`src/hw/game_pkg.sv`:
```
package game_pkg;

    // Pages of the game, one of them current at any time
    typedef enum logic [1:0] {
        PAGE_MENU    = 2'd0,
        PAGE_HISTORY = 2'd1,
        PAGE_PLAY    = 2'd2
    } page_t;

    // One finished play as it is kept in the record memory
    typedef struct packed {
        logic [3:0] user_id;
        logic [1:0] chart_id;
        logic [3:0] score;
    } record_t;

    localparam int NUM_CHARTS = 4;
    localparam int CHART_LEN  = 8;
    localparam int NOTE_TICKS = 4;

    // Navigation button positions in btn_arr
    localparam int BTN_UP   = 0;
    localparam int BTN_DOWN = 1;
    localparam int BTN_OK   = 2;
    localparam int BTN_BACK = 3;

    // Note index 0..6 per step; neighbours differ so every step changes the cue
    localparam logic [2:0] CHART_TABLE [NUM_CHARTS][CHART_LEN] = '{
        '{3'd0, 3'd1, 3'd2, 3'd3, 3'd4, 3'd5, 3'd6, 3'd0},
        '{3'd6, 3'd5, 3'd4, 3'd3, 3'd2, 3'd1, 3'd0, 3'd6},
        '{3'd0, 3'd2, 3'd4, 3'd6, 3'd1, 3'd3, 3'd5, 3'd0},
        '{3'd3, 3'd1, 3'd4, 3'd0, 3'd5, 3'd2, 3'd6, 3'd3}
    };

endpackage

```
`src/hw/prog_tick_gen.sv`:
```
module prog_tick_gen #(
    parameter int FREQ_DIV = 1000
) (
    input  logic clk,
    input  logic sys_rst,
    output logic tick
);

    localparam int CW = (FREQ_DIV > 1) ? $clog2(FREQ_DIV) : 1;

    logic [CW-1:0] cnt;

    always_ff @(posedge clk or posedge sys_rst) begin
        if (sys_rst) begin
            cnt <= '0;
        end else if (cnt == CW'(FREQ_DIV - 1)) begin
            cnt <= '0;
        end else begin
            cnt <= cnt + 1'b1;
        end
    end

    // One program tick per counter wrap
    assign tick = (cnt == CW'(FREQ_DIV - 1));

endmodule

```
`src/hw/key_events.sv`:
```
module key_events (
    input  logic       clk,
    input  logic       sys_rst,
    input  logic       tick,
    input  logic [3:0] btn_arr,
    input  logic [6:0] btn_notes,
    output logic [3:0] nav_press,
    output logic [6:0] note_press
);

    logic [10:0] btn_all;
    logic [10:0] sync1;
    logic [10:0] sync2;
    logic [10:0] lvl;
    logic [10:0] press_all;

    // Notes in the upper bits, navigation in the lower ones
    assign btn_all = {btn_notes, btn_arr};

    always_ff @(posedge clk or posedge sys_rst) begin
        if (sys_rst) begin
            sync1 <= '0;
            sync2 <= '0;
            lvl   <= '0;
        end else begin
            sync1 <= btn_all;
            sync2 <= sync1;
            // Level as seen on the previous tick
            if (tick) begin
                lvl <= sync2;
            end
        end
    end

    // Rising edge between two tick samples, valid in the tick cycle only
    assign press_all  = {11{tick}} & sync2 & ~lvl;
    assign nav_press  = press_all[3:0];
    assign note_press = press_all[10:4];

endmodule

```
`src/hw/record_store.sv`:
```
module record_store import game_pkg::*; #(
    parameter int NUM_RECORDS = 8
) (
    input  logic                               clk,
    input  logic                               sys_rst,
    input  logic                               wr,
    input  record_t                            wr_data,
    input  logic                               rd,
    input  logic [$clog2(NUM_RECORDS)-1:0]     rd_index,
    output record_t                            rd_data,
    output logic                               rd_valid,
    output logic [$clog2(NUM_RECORDS+1)-1:0]   rec_count
);

    localparam int IW = $clog2(NUM_RECORDS);
    localparam int CW = $clog2(NUM_RECORDS + 1);

    record_t       mem [NUM_RECORDS];
    logic [IW-1:0] wr_ptr;
    logic [IW-1:0] rd_slot;

    // Index 0 is the slot just behind the write pointer
    assign rd_slot = IW'((int'(wr_ptr) + NUM_RECORDS - 1 - int'(rd_index)) % NUM_RECORDS);

    always_ff @(posedge clk or posedge sys_rst) begin
        if (sys_rst) begin
            wr_ptr    <= '0;
            rec_count <= '0;
            rd_valid  <= 1'b0;
        end else begin
            rd_valid <= rd;
            if (wr) begin
                wr_ptr <= (wr_ptr == IW'(NUM_RECORDS - 1)) ? '0 : wr_ptr + 1'b1;
                if (rec_count != CW'(NUM_RECORDS)) begin
                    rec_count <= rec_count + 1'b1;
                end
            end
        end
    end

    always_ff @(posedge clk) begin
        if (wr) begin
            mem[wr_ptr] <= wr_data;
        end
        if (rd) begin
            rd_data <= mem[rd_slot];
        end
    end

endmodule

```
`src/hw/page_sequencer.sv`:
```
module page_sequencer import game_pkg::*; (
    input  logic       clk,
    input  logic       sys_rst,
    input  logic       go_play,
    input  logic       go_history,
    input  logic       go_menu_play,
    input  logic       go_menu_hist,
    output logic       rst_menu,
    output logic       rst_play,
    output logic       rst_hist,
    input  logic       play_wr,
    input  logic       hist_rd,
    output logic       store_wr,
    output logic       store_rd,
    output page_t      cur_page,
    input  logic [7:0] menu_seg,
    input  logic [7:0] play_seg,
    input  logic [7:0] hist_seg,
    output logic [7:0] seg_value
);

    page_t next_page;

    // Requests count only when they come from the current page
    always_comb begin
        next_page = cur_page;
        case (cur_page)
            PAGE_MENU: begin
                if (go_play) begin
                    next_page = PAGE_PLAY;
                end else if (go_history) begin
                    next_page = PAGE_HISTORY;
                end
            end
            PAGE_PLAY: begin
                if (go_menu_play) begin
                    next_page = PAGE_MENU;
                end
            end
            PAGE_HISTORY: begin
                if (go_menu_hist) begin
                    next_page = PAGE_MENU;
                end
            end
            default: next_page = PAGE_MENU;
        endcase
    end

    // Page resets come from flops, so the pages see a clean reset edge
    always_ff @(posedge clk or posedge sys_rst) begin
        if (sys_rst) begin
            cur_page <= PAGE_MENU;
            rst_play <= 1'b1;
            rst_hist <= 1'b1;
        end else begin
            cur_page <= next_page;
            rst_play <= (next_page != PAGE_PLAY);
            rst_hist <= (next_page != PAGE_HISTORY);
        end
    end

    // Menu keeps chart and auto-play across pages
    assign rst_menu = sys_rst;

    // Record port belongs to the current page
    assign store_wr = play_wr && (cur_page == PAGE_PLAY);
    assign store_rd = hist_rd && (cur_page == PAGE_HISTORY);

    always_comb begin
        case (cur_page)
            PAGE_PLAY:    seg_value = play_seg;
            PAGE_HISTORY: seg_value = hist_seg;
            default:      seg_value = menu_seg;
        endcase
    end

endmodule

```
`src/hw/page_menu.sv`:
```
module page_menu import game_pkg::*; (
    input  logic       clk,
    input  logic       rst,
    input  logic       tick,
    input  logic [3:0] nav_press,
    input  logic [6:0] note_press,
    output logic [1:0] sel_chart,
    output logic       auto_play,
    output logic       go_play,
    output logic       go_history,
    output logic [7:0] menu_seg
);

    logic [1:0] chart_next;
    logic [1:0] chart_prev;

    assign chart_next = (sel_chart == 2'(NUM_CHARTS - 1)) ? 2'd0 : sel_chart + 2'd1;
    assign chart_prev = (sel_chart == 2'd0) ? 2'(NUM_CHARTS - 1) : sel_chart - 2'd1;

    // tick is only high here while the menu is the current page
    always_ff @(posedge clk or posedge rst) begin
        if (rst) begin
            sel_chart <= 2'd0;
            auto_play <= 1'b0;
        end else if (tick) begin
            if (nav_press[BTN_UP]) begin
                sel_chart <= chart_next;
            end else if (nav_press[BTN_DOWN]) begin
                sel_chart <= chart_prev;
            end
            if (note_press[0]) begin
                auto_play <= ~auto_play;
            end
        end
    end

    assign go_play    = tick && nav_press[BTN_OK];
    assign go_history = tick && nav_press[BTN_BACK];

    // Auto-play flag in bit 4, chart number in bits 1:0
    assign menu_seg = {3'b000, auto_play, 2'b00, sel_chart};

endmodule

```
`src/hw/page_play.sv`:
```
module page_play import game_pkg::*; (
    input  logic       clk,
    input  logic       rst,
    input  logic       tick,
    input  logic [6:0] note_press,
    input  logic [1:0] sel_chart,
    input  logic       auto_play,
    input  logic [3:0] user_id,
    output logic [6:0] note_cue,
    output logic       play_wr,
    output record_t    play_wr_data,
    output logic       go_menu_play,
    output logic [7:0] play_seg
);

    localparam int NW = $clog2(CHART_LEN);
    localparam int TW = (NOTE_TICKS > 1) ? $clog2(NOTE_TICKS) : 1;

    typedef enum logic [2:0] {
        S_IDLE,
        S_NOTES,
        S_WRITE,
        S_EXIT,
        S_DONE
    } phase_t;

    phase_t         phase;
    logic [NW-1:0]  note_idx;
    logic [TW-1:0]  tick_cnt;
    logic [CHART_LEN-1:0] hit;
    logic [3:0]     score;
    logic [2:0]     cue_note;
    logic           note_hit;

    assign cue_note = CHART_TABLE[sel_chart][note_idx];

    // Each note scores at most once, and only its own key counts
    assign note_hit = tick && !hit[note_idx] && (auto_play || note_press[cue_note]);

    always_ff @(posedge clk or posedge rst) begin
        if (rst) begin
            phase    <= S_IDLE;
            note_idx <= '0;
            tick_cnt <= '0;
            hit      <= '0;
            score    <= 4'd0;
        end else begin
            case (phase)
                S_IDLE: phase <= S_NOTES;
                S_NOTES: begin
                    if (note_hit) begin
                        hit[note_idx] <= 1'b1;
                        score         <= score + 4'd1;
                    end
                    if (tick) begin
                        if (tick_cnt == TW'(NOTE_TICKS - 1)) begin
                            tick_cnt <= '0;
                            if (note_idx == NW'(CHART_LEN - 1)) begin
                                phase <= S_WRITE;
                            end else begin
                                note_idx <= note_idx + 1'b1;
                            end
                        end else begin
                            tick_cnt <= tick_cnt + 1'b1;
                        end
                    end
                end
                // Record goes out one tick after the last note, exit one tick later
                S_WRITE: begin
                    if (tick) begin
                        phase <= S_EXIT;
                    end
                end
                S_EXIT: begin
                    if (tick) begin
                        phase <= S_DONE;
                    end
                end
                default: phase <= S_DONE;
            endcase
        end
    end

    assign note_cue     = (phase == S_NOTES) ? (7'b000_0001 << cue_note) : 7'b000_0000;
    assign play_wr      = (phase == S_WRITE) && tick;
    assign go_menu_play = (phase == S_EXIT) && tick;
    assign play_seg     = {4'b0000, score};

    always_comb begin
        play_wr_data          = '0;
        play_wr_data.user_id  = user_id;
        play_wr_data.chart_id = sel_chart;
        play_wr_data.score    = score;
    end

endmodule

```
`src/hw/page_history.sv`:
```
module page_history import game_pkg::*; #(
    parameter int NUM_RECORDS = 8
) (
    input  logic                               clk,
    input  logic                               rst,
    input  logic                               tick,
    input  logic [3:0]                         nav_press,
    input  logic [$clog2(NUM_RECORDS+1)-1:0]   rec_count,
    output logic                               hist_rd,
    output logic [$clog2(NUM_RECORDS)-1:0]     rd_index,
    input  record_t                            rd_data,
    input  logic                               rd_valid,
    output logic [7:0]                         hist_seg,
    output logic                               go_menu_hist
);

    localparam int IW = $clog2(NUM_RECORDS);

    logic          started;
    logic [IW-1:0] idx;
    logic          step_up;
    logic          step_down;
    record_t       shown;

    assign step_up   = tick && nav_press[BTN_UP];
    assign step_down = tick && nav_press[BTN_DOWN];

    always_ff @(posedge clk or posedge rst) begin
        if (rst) begin
            started <= 1'b0;
            idx     <= '0;
            hist_rd <= 1'b0;
            shown   <= '0;
        end else begin
            started <= 1'b1;
            // First cycle after entry fetches the newest record
            hist_rd <= !started || step_up || step_down;
            // UP goes newer, DOWN goes older, both clamped to stored records
            if (step_up && idx != '0) begin
                idx <= idx - 1'b1;
            end else if (step_down && (int'(idx) + 1 < int'(rec_count))) begin
                idx <= idx + 1'b1;
            end
            if (rd_valid) begin
                shown <= rd_data;
            end
        end
    end

    assign rd_index     = idx;
    assign hist_seg     = (rec_count == '0) ? 8'h00 : {shown.user_id, shown.score};
    assign go_menu_hist = tick && nav_press[BTN_BACK];

endmodule

```
`src/hw/game_top.sv`:
```
module game_top import game_pkg::*; #(
    parameter int FREQ_DIV    = 1000,
    parameter int NUM_RECORDS = 8
) (
    input  logic       clk,
    input  logic       sys_rst,
    input  logic [3:0] btn_arr,
    input  logic [6:0] btn_notes,
    input  logic [3:0] sw_user_id,
    output logic [7:0] seg_value,
    output logic [6:0] note_cue,
    output logic [7:0] led
);

    localparam int IW = $clog2(NUM_RECORDS);
    localparam int CW = $clog2(NUM_RECORDS + 1);

    logic          tick;
    logic          menu_tick;
    logic [3:0]    nav_press;
    logic [6:0]    note_press;
    page_t         cur_page;
    logic          rst_menu;
    logic          rst_play;
    logic          rst_hist;
    logic          go_play;
    logic          go_history;
    logic          go_menu_play;
    logic          go_menu_hist;
    logic [1:0]    sel_chart;
    logic          auto_play;
    logic [7:0]    menu_seg;
    logic [7:0]    play_seg;
    logic [7:0]    hist_seg;
    logic          play_wr;
    record_t       play_wr_data;
    logic          hist_rd;
    logic [IW-1:0] rd_index;
    logic          store_wr;
    logic          store_rd;
    record_t       rd_data;
    logic          rd_valid;
    logic [CW-1:0] rec_count;

    prog_tick_gen #(.FREQ_DIV(FREQ_DIV)) i_tick_gen (
        .clk(clk), .sys_rst(sys_rst), .tick(tick)
    );

    key_events i_key_events (
        .clk(clk), .sys_rst(sys_rst), .tick(tick),
        .btn_arr(btn_arr), .btn_notes(btn_notes),
        .nav_press(nav_press), .note_press(note_press)
    );

    page_sequencer i_sequencer (
        .clk(clk), .sys_rst(sys_rst),
        .go_play(go_play), .go_history(go_history),
        .go_menu_play(go_menu_play), .go_menu_hist(go_menu_hist),
        .rst_menu(rst_menu), .rst_play(rst_play), .rst_hist(rst_hist),
        .play_wr(play_wr), .hist_rd(hist_rd),
        .store_wr(store_wr), .store_rd(store_rd), .cur_page(cur_page),
        .menu_seg(menu_seg), .play_seg(play_seg), .hist_seg(hist_seg),
        .seg_value(seg_value)
    );

    record_store #(.NUM_RECORDS(NUM_RECORDS)) i_store (
        .clk(clk), .sys_rst(sys_rst),
        .wr(store_wr), .wr_data(play_wr_data),
        .rd(store_rd), .rd_index(rd_index),
        .rd_data(rd_data), .rd_valid(rd_valid), .rec_count(rec_count)
    );

    // Menu is never held in reset, so it only sees ticks while it is current
    assign menu_tick = tick && (cur_page == PAGE_MENU);

    page_menu i_menu (
        .clk(clk), .rst(rst_menu), .tick(menu_tick),
        .nav_press(nav_press), .note_press(note_press),
        .sel_chart(sel_chart), .auto_play(auto_play),
        .go_play(go_play), .go_history(go_history), .menu_seg(menu_seg)
    );

    page_play i_play (
        .clk(clk), .rst(rst_play), .tick(tick), .note_press(note_press),
        .sel_chart(sel_chart), .auto_play(auto_play), .user_id(sw_user_id),
        .note_cue(note_cue), .play_wr(play_wr), .play_wr_data(play_wr_data),
        .go_menu_play(go_menu_play), .play_seg(play_seg)
    );

    page_history #(.NUM_RECORDS(NUM_RECORDS)) i_history (
        .clk(clk), .rst(rst_hist), .tick(tick), .nav_press(nav_press),
        .rec_count(rec_count), .hist_rd(hist_rd), .rd_index(rd_index),
        .rd_data(rd_data), .rd_valid(rd_valid),
        .hist_seg(hist_seg), .go_menu_hist(go_menu_hist)
    );

    assign led[0]   = (cur_page == PAGE_MENU);
    assign led[1]   = (cur_page == PAGE_HISTORY);
    assign led[2]   = (cur_page == PAGE_PLAY);
    assign led[3]   = auto_play;
    assign led[6:4] = 3'b000;
    assign led[7]   = sys_rst;

endmodule

```
`config.mk`:
```
export PLATFORM = sky130hd
export DESIGN_NAME = game_top
export DESIGN_NICKNAME = d
export VERILOG_FILES = /design/src/hw/game_pkg.sv /design/src/hw/prog_tick_gen.sv /design/src/hw/key_events.sv /design/src/hw/record_store.sv /design/src/hw/page_sequencer.sv /design/src/hw/page_menu.sv /design/src/hw/page_play.sv /design/src/hw/page_history.sv /design/src/hw/game_top.sv
export SDC_FILE = /design/constraint.sdc
export NUM_CORES = 1
export LEC_CHECK = 0
export BUFFER_PORTS_ARGS = -buffer_cell sky130_fd_sc_hd__buf_4
export CAP_MARGIN = 0
export CORE_ASPECT_RATIO = 0.6
export CORE_MARGIN = 3
export CORE_UTILIZATION = 65
export CTS_CLUSTER_SIZE = 30
export DETAILED_ROUTE_END_ITERATION = 7
export PLACE_DENSITY = 0.88
export SETUP_SLACK_MARGIN = 0.02
export SLEW_MARGIN = 25
export SYNTH_ARGS = -nofsm -noshare
export SYNTH_HDL_FRONTEND = slang
export SYNTH_SLANG_ARGS = --single-unit
```
`constraint.sdc`:
```
create_clock -name clk -period 4.5 [get_ports clk]
set_input_delay 0.9 -clock clk [delete_from_list [all_inputs] [get_ports clk]]
set_output_delay 0.9 -clock clk [all_outputs]
set_load 0.02 [all_outputs]
```
==> reports/qor.txt <==
top cell type by total area after synthesis: dfrtp_1
period utilisation layout: 86.17%
clk_skew: 0.01054 ns
status: finished clean
Die W: 141.3 microns
clock root cell: clkbuf_16
Layout Nets: 610
final hold viol count: 0
Initial Utilization: 69.55%
clock transition at the registers of the reported paths: 0.06 ns
vias in the first global route: 4,780
Leak Pwr: 3.509 nW
Cells after Synth: 526
Worst IR Drop VDD: 354.6 uV
top sig layer: met4
Crit path top cell by count: o21ai_0
setup TNS: 0 ns
top post-synthesis cells by area: dfrtp_1 (31%), edfxtp_1 (30%), mux4_2 (5.7%)
share of layout cells above drive strength 1: 22.15%
Post-synth EDFFs: 72
CP arrival: 2.98 ns
Yosys top cell area share: 31.20%
Slew Limit Fails: 0
drt total wl: 16.48 mm
unrepaired setup endpoints after global routing: false
IO Pins: 40
synthesized cell area: 0.007139 sq mm
critical path type: reg -> out
Synth Flop Type: dfrtp_1
Setup WS post-layout: 0.6221 ns
Worst path max stage delay: 0.81 ns
Clock Sinks: 163
CTS max path bufs: 2
GRT Util Overall: 28.85%
Inserted Clock Buffers: 17
total power: 3.036 mW
core area: 0.01026 sq mm
largest net degree at the start of global routing: 36
first-pass GRT wire length: 26.52 mm
top post-synthesis cells by count: dfrtp_1 (89), edfxtp_1 (72), nand2_1 (49)
DRC: 0
Initial DRC Count: 728
pre-CTS setup slack: 1.348 ns
initial antenna violation count: 0
ANT cells: 0
Yosys warning count: 0
Post-CTS Setup Inserts: 0
Worst Hold Class: reg -> async
crit-path max FO: 21
Post-DRT Antenna Nets: 0
syn_area_per_cell: 13.57 sq um
CTS Hold Bufs: 0
IO buf count: 36
Critical Path Source Type: register
WP data required: 3.60 ns
metal3 WL: 1.622 mm
Slowest-stage cell, CP: dfrtp_1
Pre-Repair DR Iteration Count: 5
vias per cell: 6.546
Post-Route M1 WL: 6.813 mm
Final HPWL DP: 10.23 mm
Area Growth Syn to Fin: 13.49%
fin crit period: 3.878 ns
clk_lat worst skew: 0.42 ns
Peak Freq: 0.2579 GHz
endpoints failing setup: 0
Seq cells post-synth: 163
Seq/Total Area, Yosys: 62.22%
H-tree depth: 4
metal2 WL: 7.504 mm
die height: 87.18 microns
most numerous cell in the Yosys netlist: dfrtp_1
Slew HR: 30.09%
GR Overflow Total: 0
number of library cell types mapped by synthesis: 65
die area: 0.01232 sq mm
asr flop ratio synth: 55.83%
Pwr Density: 374.6 mW/mm^2
Max-Cap Viols: 0
TritonCTS clock tree: done
routed length per placed instance: 23.11 microns
DR vias: 4,667
routability cong.: 0.8432
Cell Chain, Critical Path: o21ai_0 > o21ai_0 > o21ai_0 > nor3_1 > buf_4
Worst setup EP type: primary output
row count: 28
slew of the pin with the lowest slew margin: 1.044 ns
quantity of gates resized following cts: 0
==> cells by family after synthesis <==
logic type / count (synthesis) / share of synthesized area [%]
compound gates: 71 / 6.923
xor+xnor: 18 / 2.208
fa+ha+maj: 27 / 4.942
buf+inv: 48 / 3.102
flops: 163 / 62.22
mux: 45 / 9.919
other cells: 2 / 0.1052
simple gates: 152 / 10.59
==> power breakdown <==
group,leakage [nW],switching (mW),internal [mW]
Sequential,1.93,0.00460,1.56
Combinational,1.28,0.0224,0.0122
Clock,0.300,0.576,0.860
==> flip-flops by register name, indices dropped and copies added (netlist names) <==
| name | count |
|---|---|
| i_menu.sel_chart | 2 |
| i_history.hist_rd | 1 |
| i_sequencer.cur_page | 2 |
| i_store.rd_data | 8 |
| i_store.rd_valid | 1 |
| i_play.note_idx | 3 |
| i_play.tick_cnt | 2 |
| i_sequencer.rst_hist | 1 |
| i_key_events.sync2 | 11 |
| i_history.rd_index | 3 |
| i_store.rec_count | 4 |
| i_history.started | 1 |
| i_key_events.sync1 | 11 |
| i_store.mem | 64 |
| i_history.shown | 8 |
| i_tick_gen.cnt | 10 |
| i_play.score | 4 |
| i_menu.auto_play | 1 |
| i_sequencer.rst_play | 1 |
| i_play.hit | 8 |
| i_key_events.lvl | 11 |
| i_play.phase | 3 |
| i_store.wr_ptr | 3 |
==> worst paths after layout <==
path / start / endpoint / slack [ns] / cells after the start
min: i_sequencer.rst_hist / i_history.rd_index[2] / 0.32 / 1
max reg2reg: i_menu.sel_chart[0] / i_play.score[1] / 1.10 / 9
min reg2reg: i_sequencer.rst_hist / i_history.rd_index[2] / 0.32 / 1
min in group clk: i_key_events.sync1[6] / i_key_events.sync2[6] / 0.35 / 0
max in group asynchronous: sys_rst / i_sequencer.rst_play / 3.12 / 3
max: i_play.note_idx[2] / note_cue[3] / 0.62 / 5
==> through the flow <==
step,area [sq um],util [%],hold slack (ns),instances
2_1_floorplan,7147,-,0.2213,528
3_3_place_gp,7503,73.10,0.2855,682
3_5_place_dp,7503,73.10,0.3226,682
4_1_cts,8100,78.91,0.3334,713
5_1_grt,8103,78.94,0.3528,713
6_report,8103,78.94,0.3182,713
==> layout by cell type, fill, tap and decap left out, drive strengths merged, types with 20 or more instances in the layout <==
cell type   n
o21ai      20
dfrtp      89
mux2       23
nand2      50
edfxtp     72
clkbuf     25
inv        25
nor2       34
buf        42
ha         25
==> final cells by class <==
cell class / count / area [sq um]
inverters: 25 / 93.84
multi-input cells: 317 / 2486
clock inverters: 6 / 37.54
well taps: 135 / 168.9
flip-flops and latches: 163 / 4442
repair buffers: 42 / 315.3
fillers: 537 / 2162
clock buffers: 25 / 559.3
==> critical path: cells and delay by family (launching register included) <==
kind | cells | cell delay (ns)
AO/OA/AOI/OAI | 3 | 1.27
buffers and inverters | 1 | 0.18
flip-flops | 1 | 0.81
AND/OR/NAND/NOR | 1 | 0.29
==> per-layer routing <==
metal  track usage, %  up-vias
met5                0        -
met4            11.35        0
met3            7.735       57
met2            43.41      327
met1            40.99     2304
li1                 -     1979
Power figures use the tool's default switching activity.
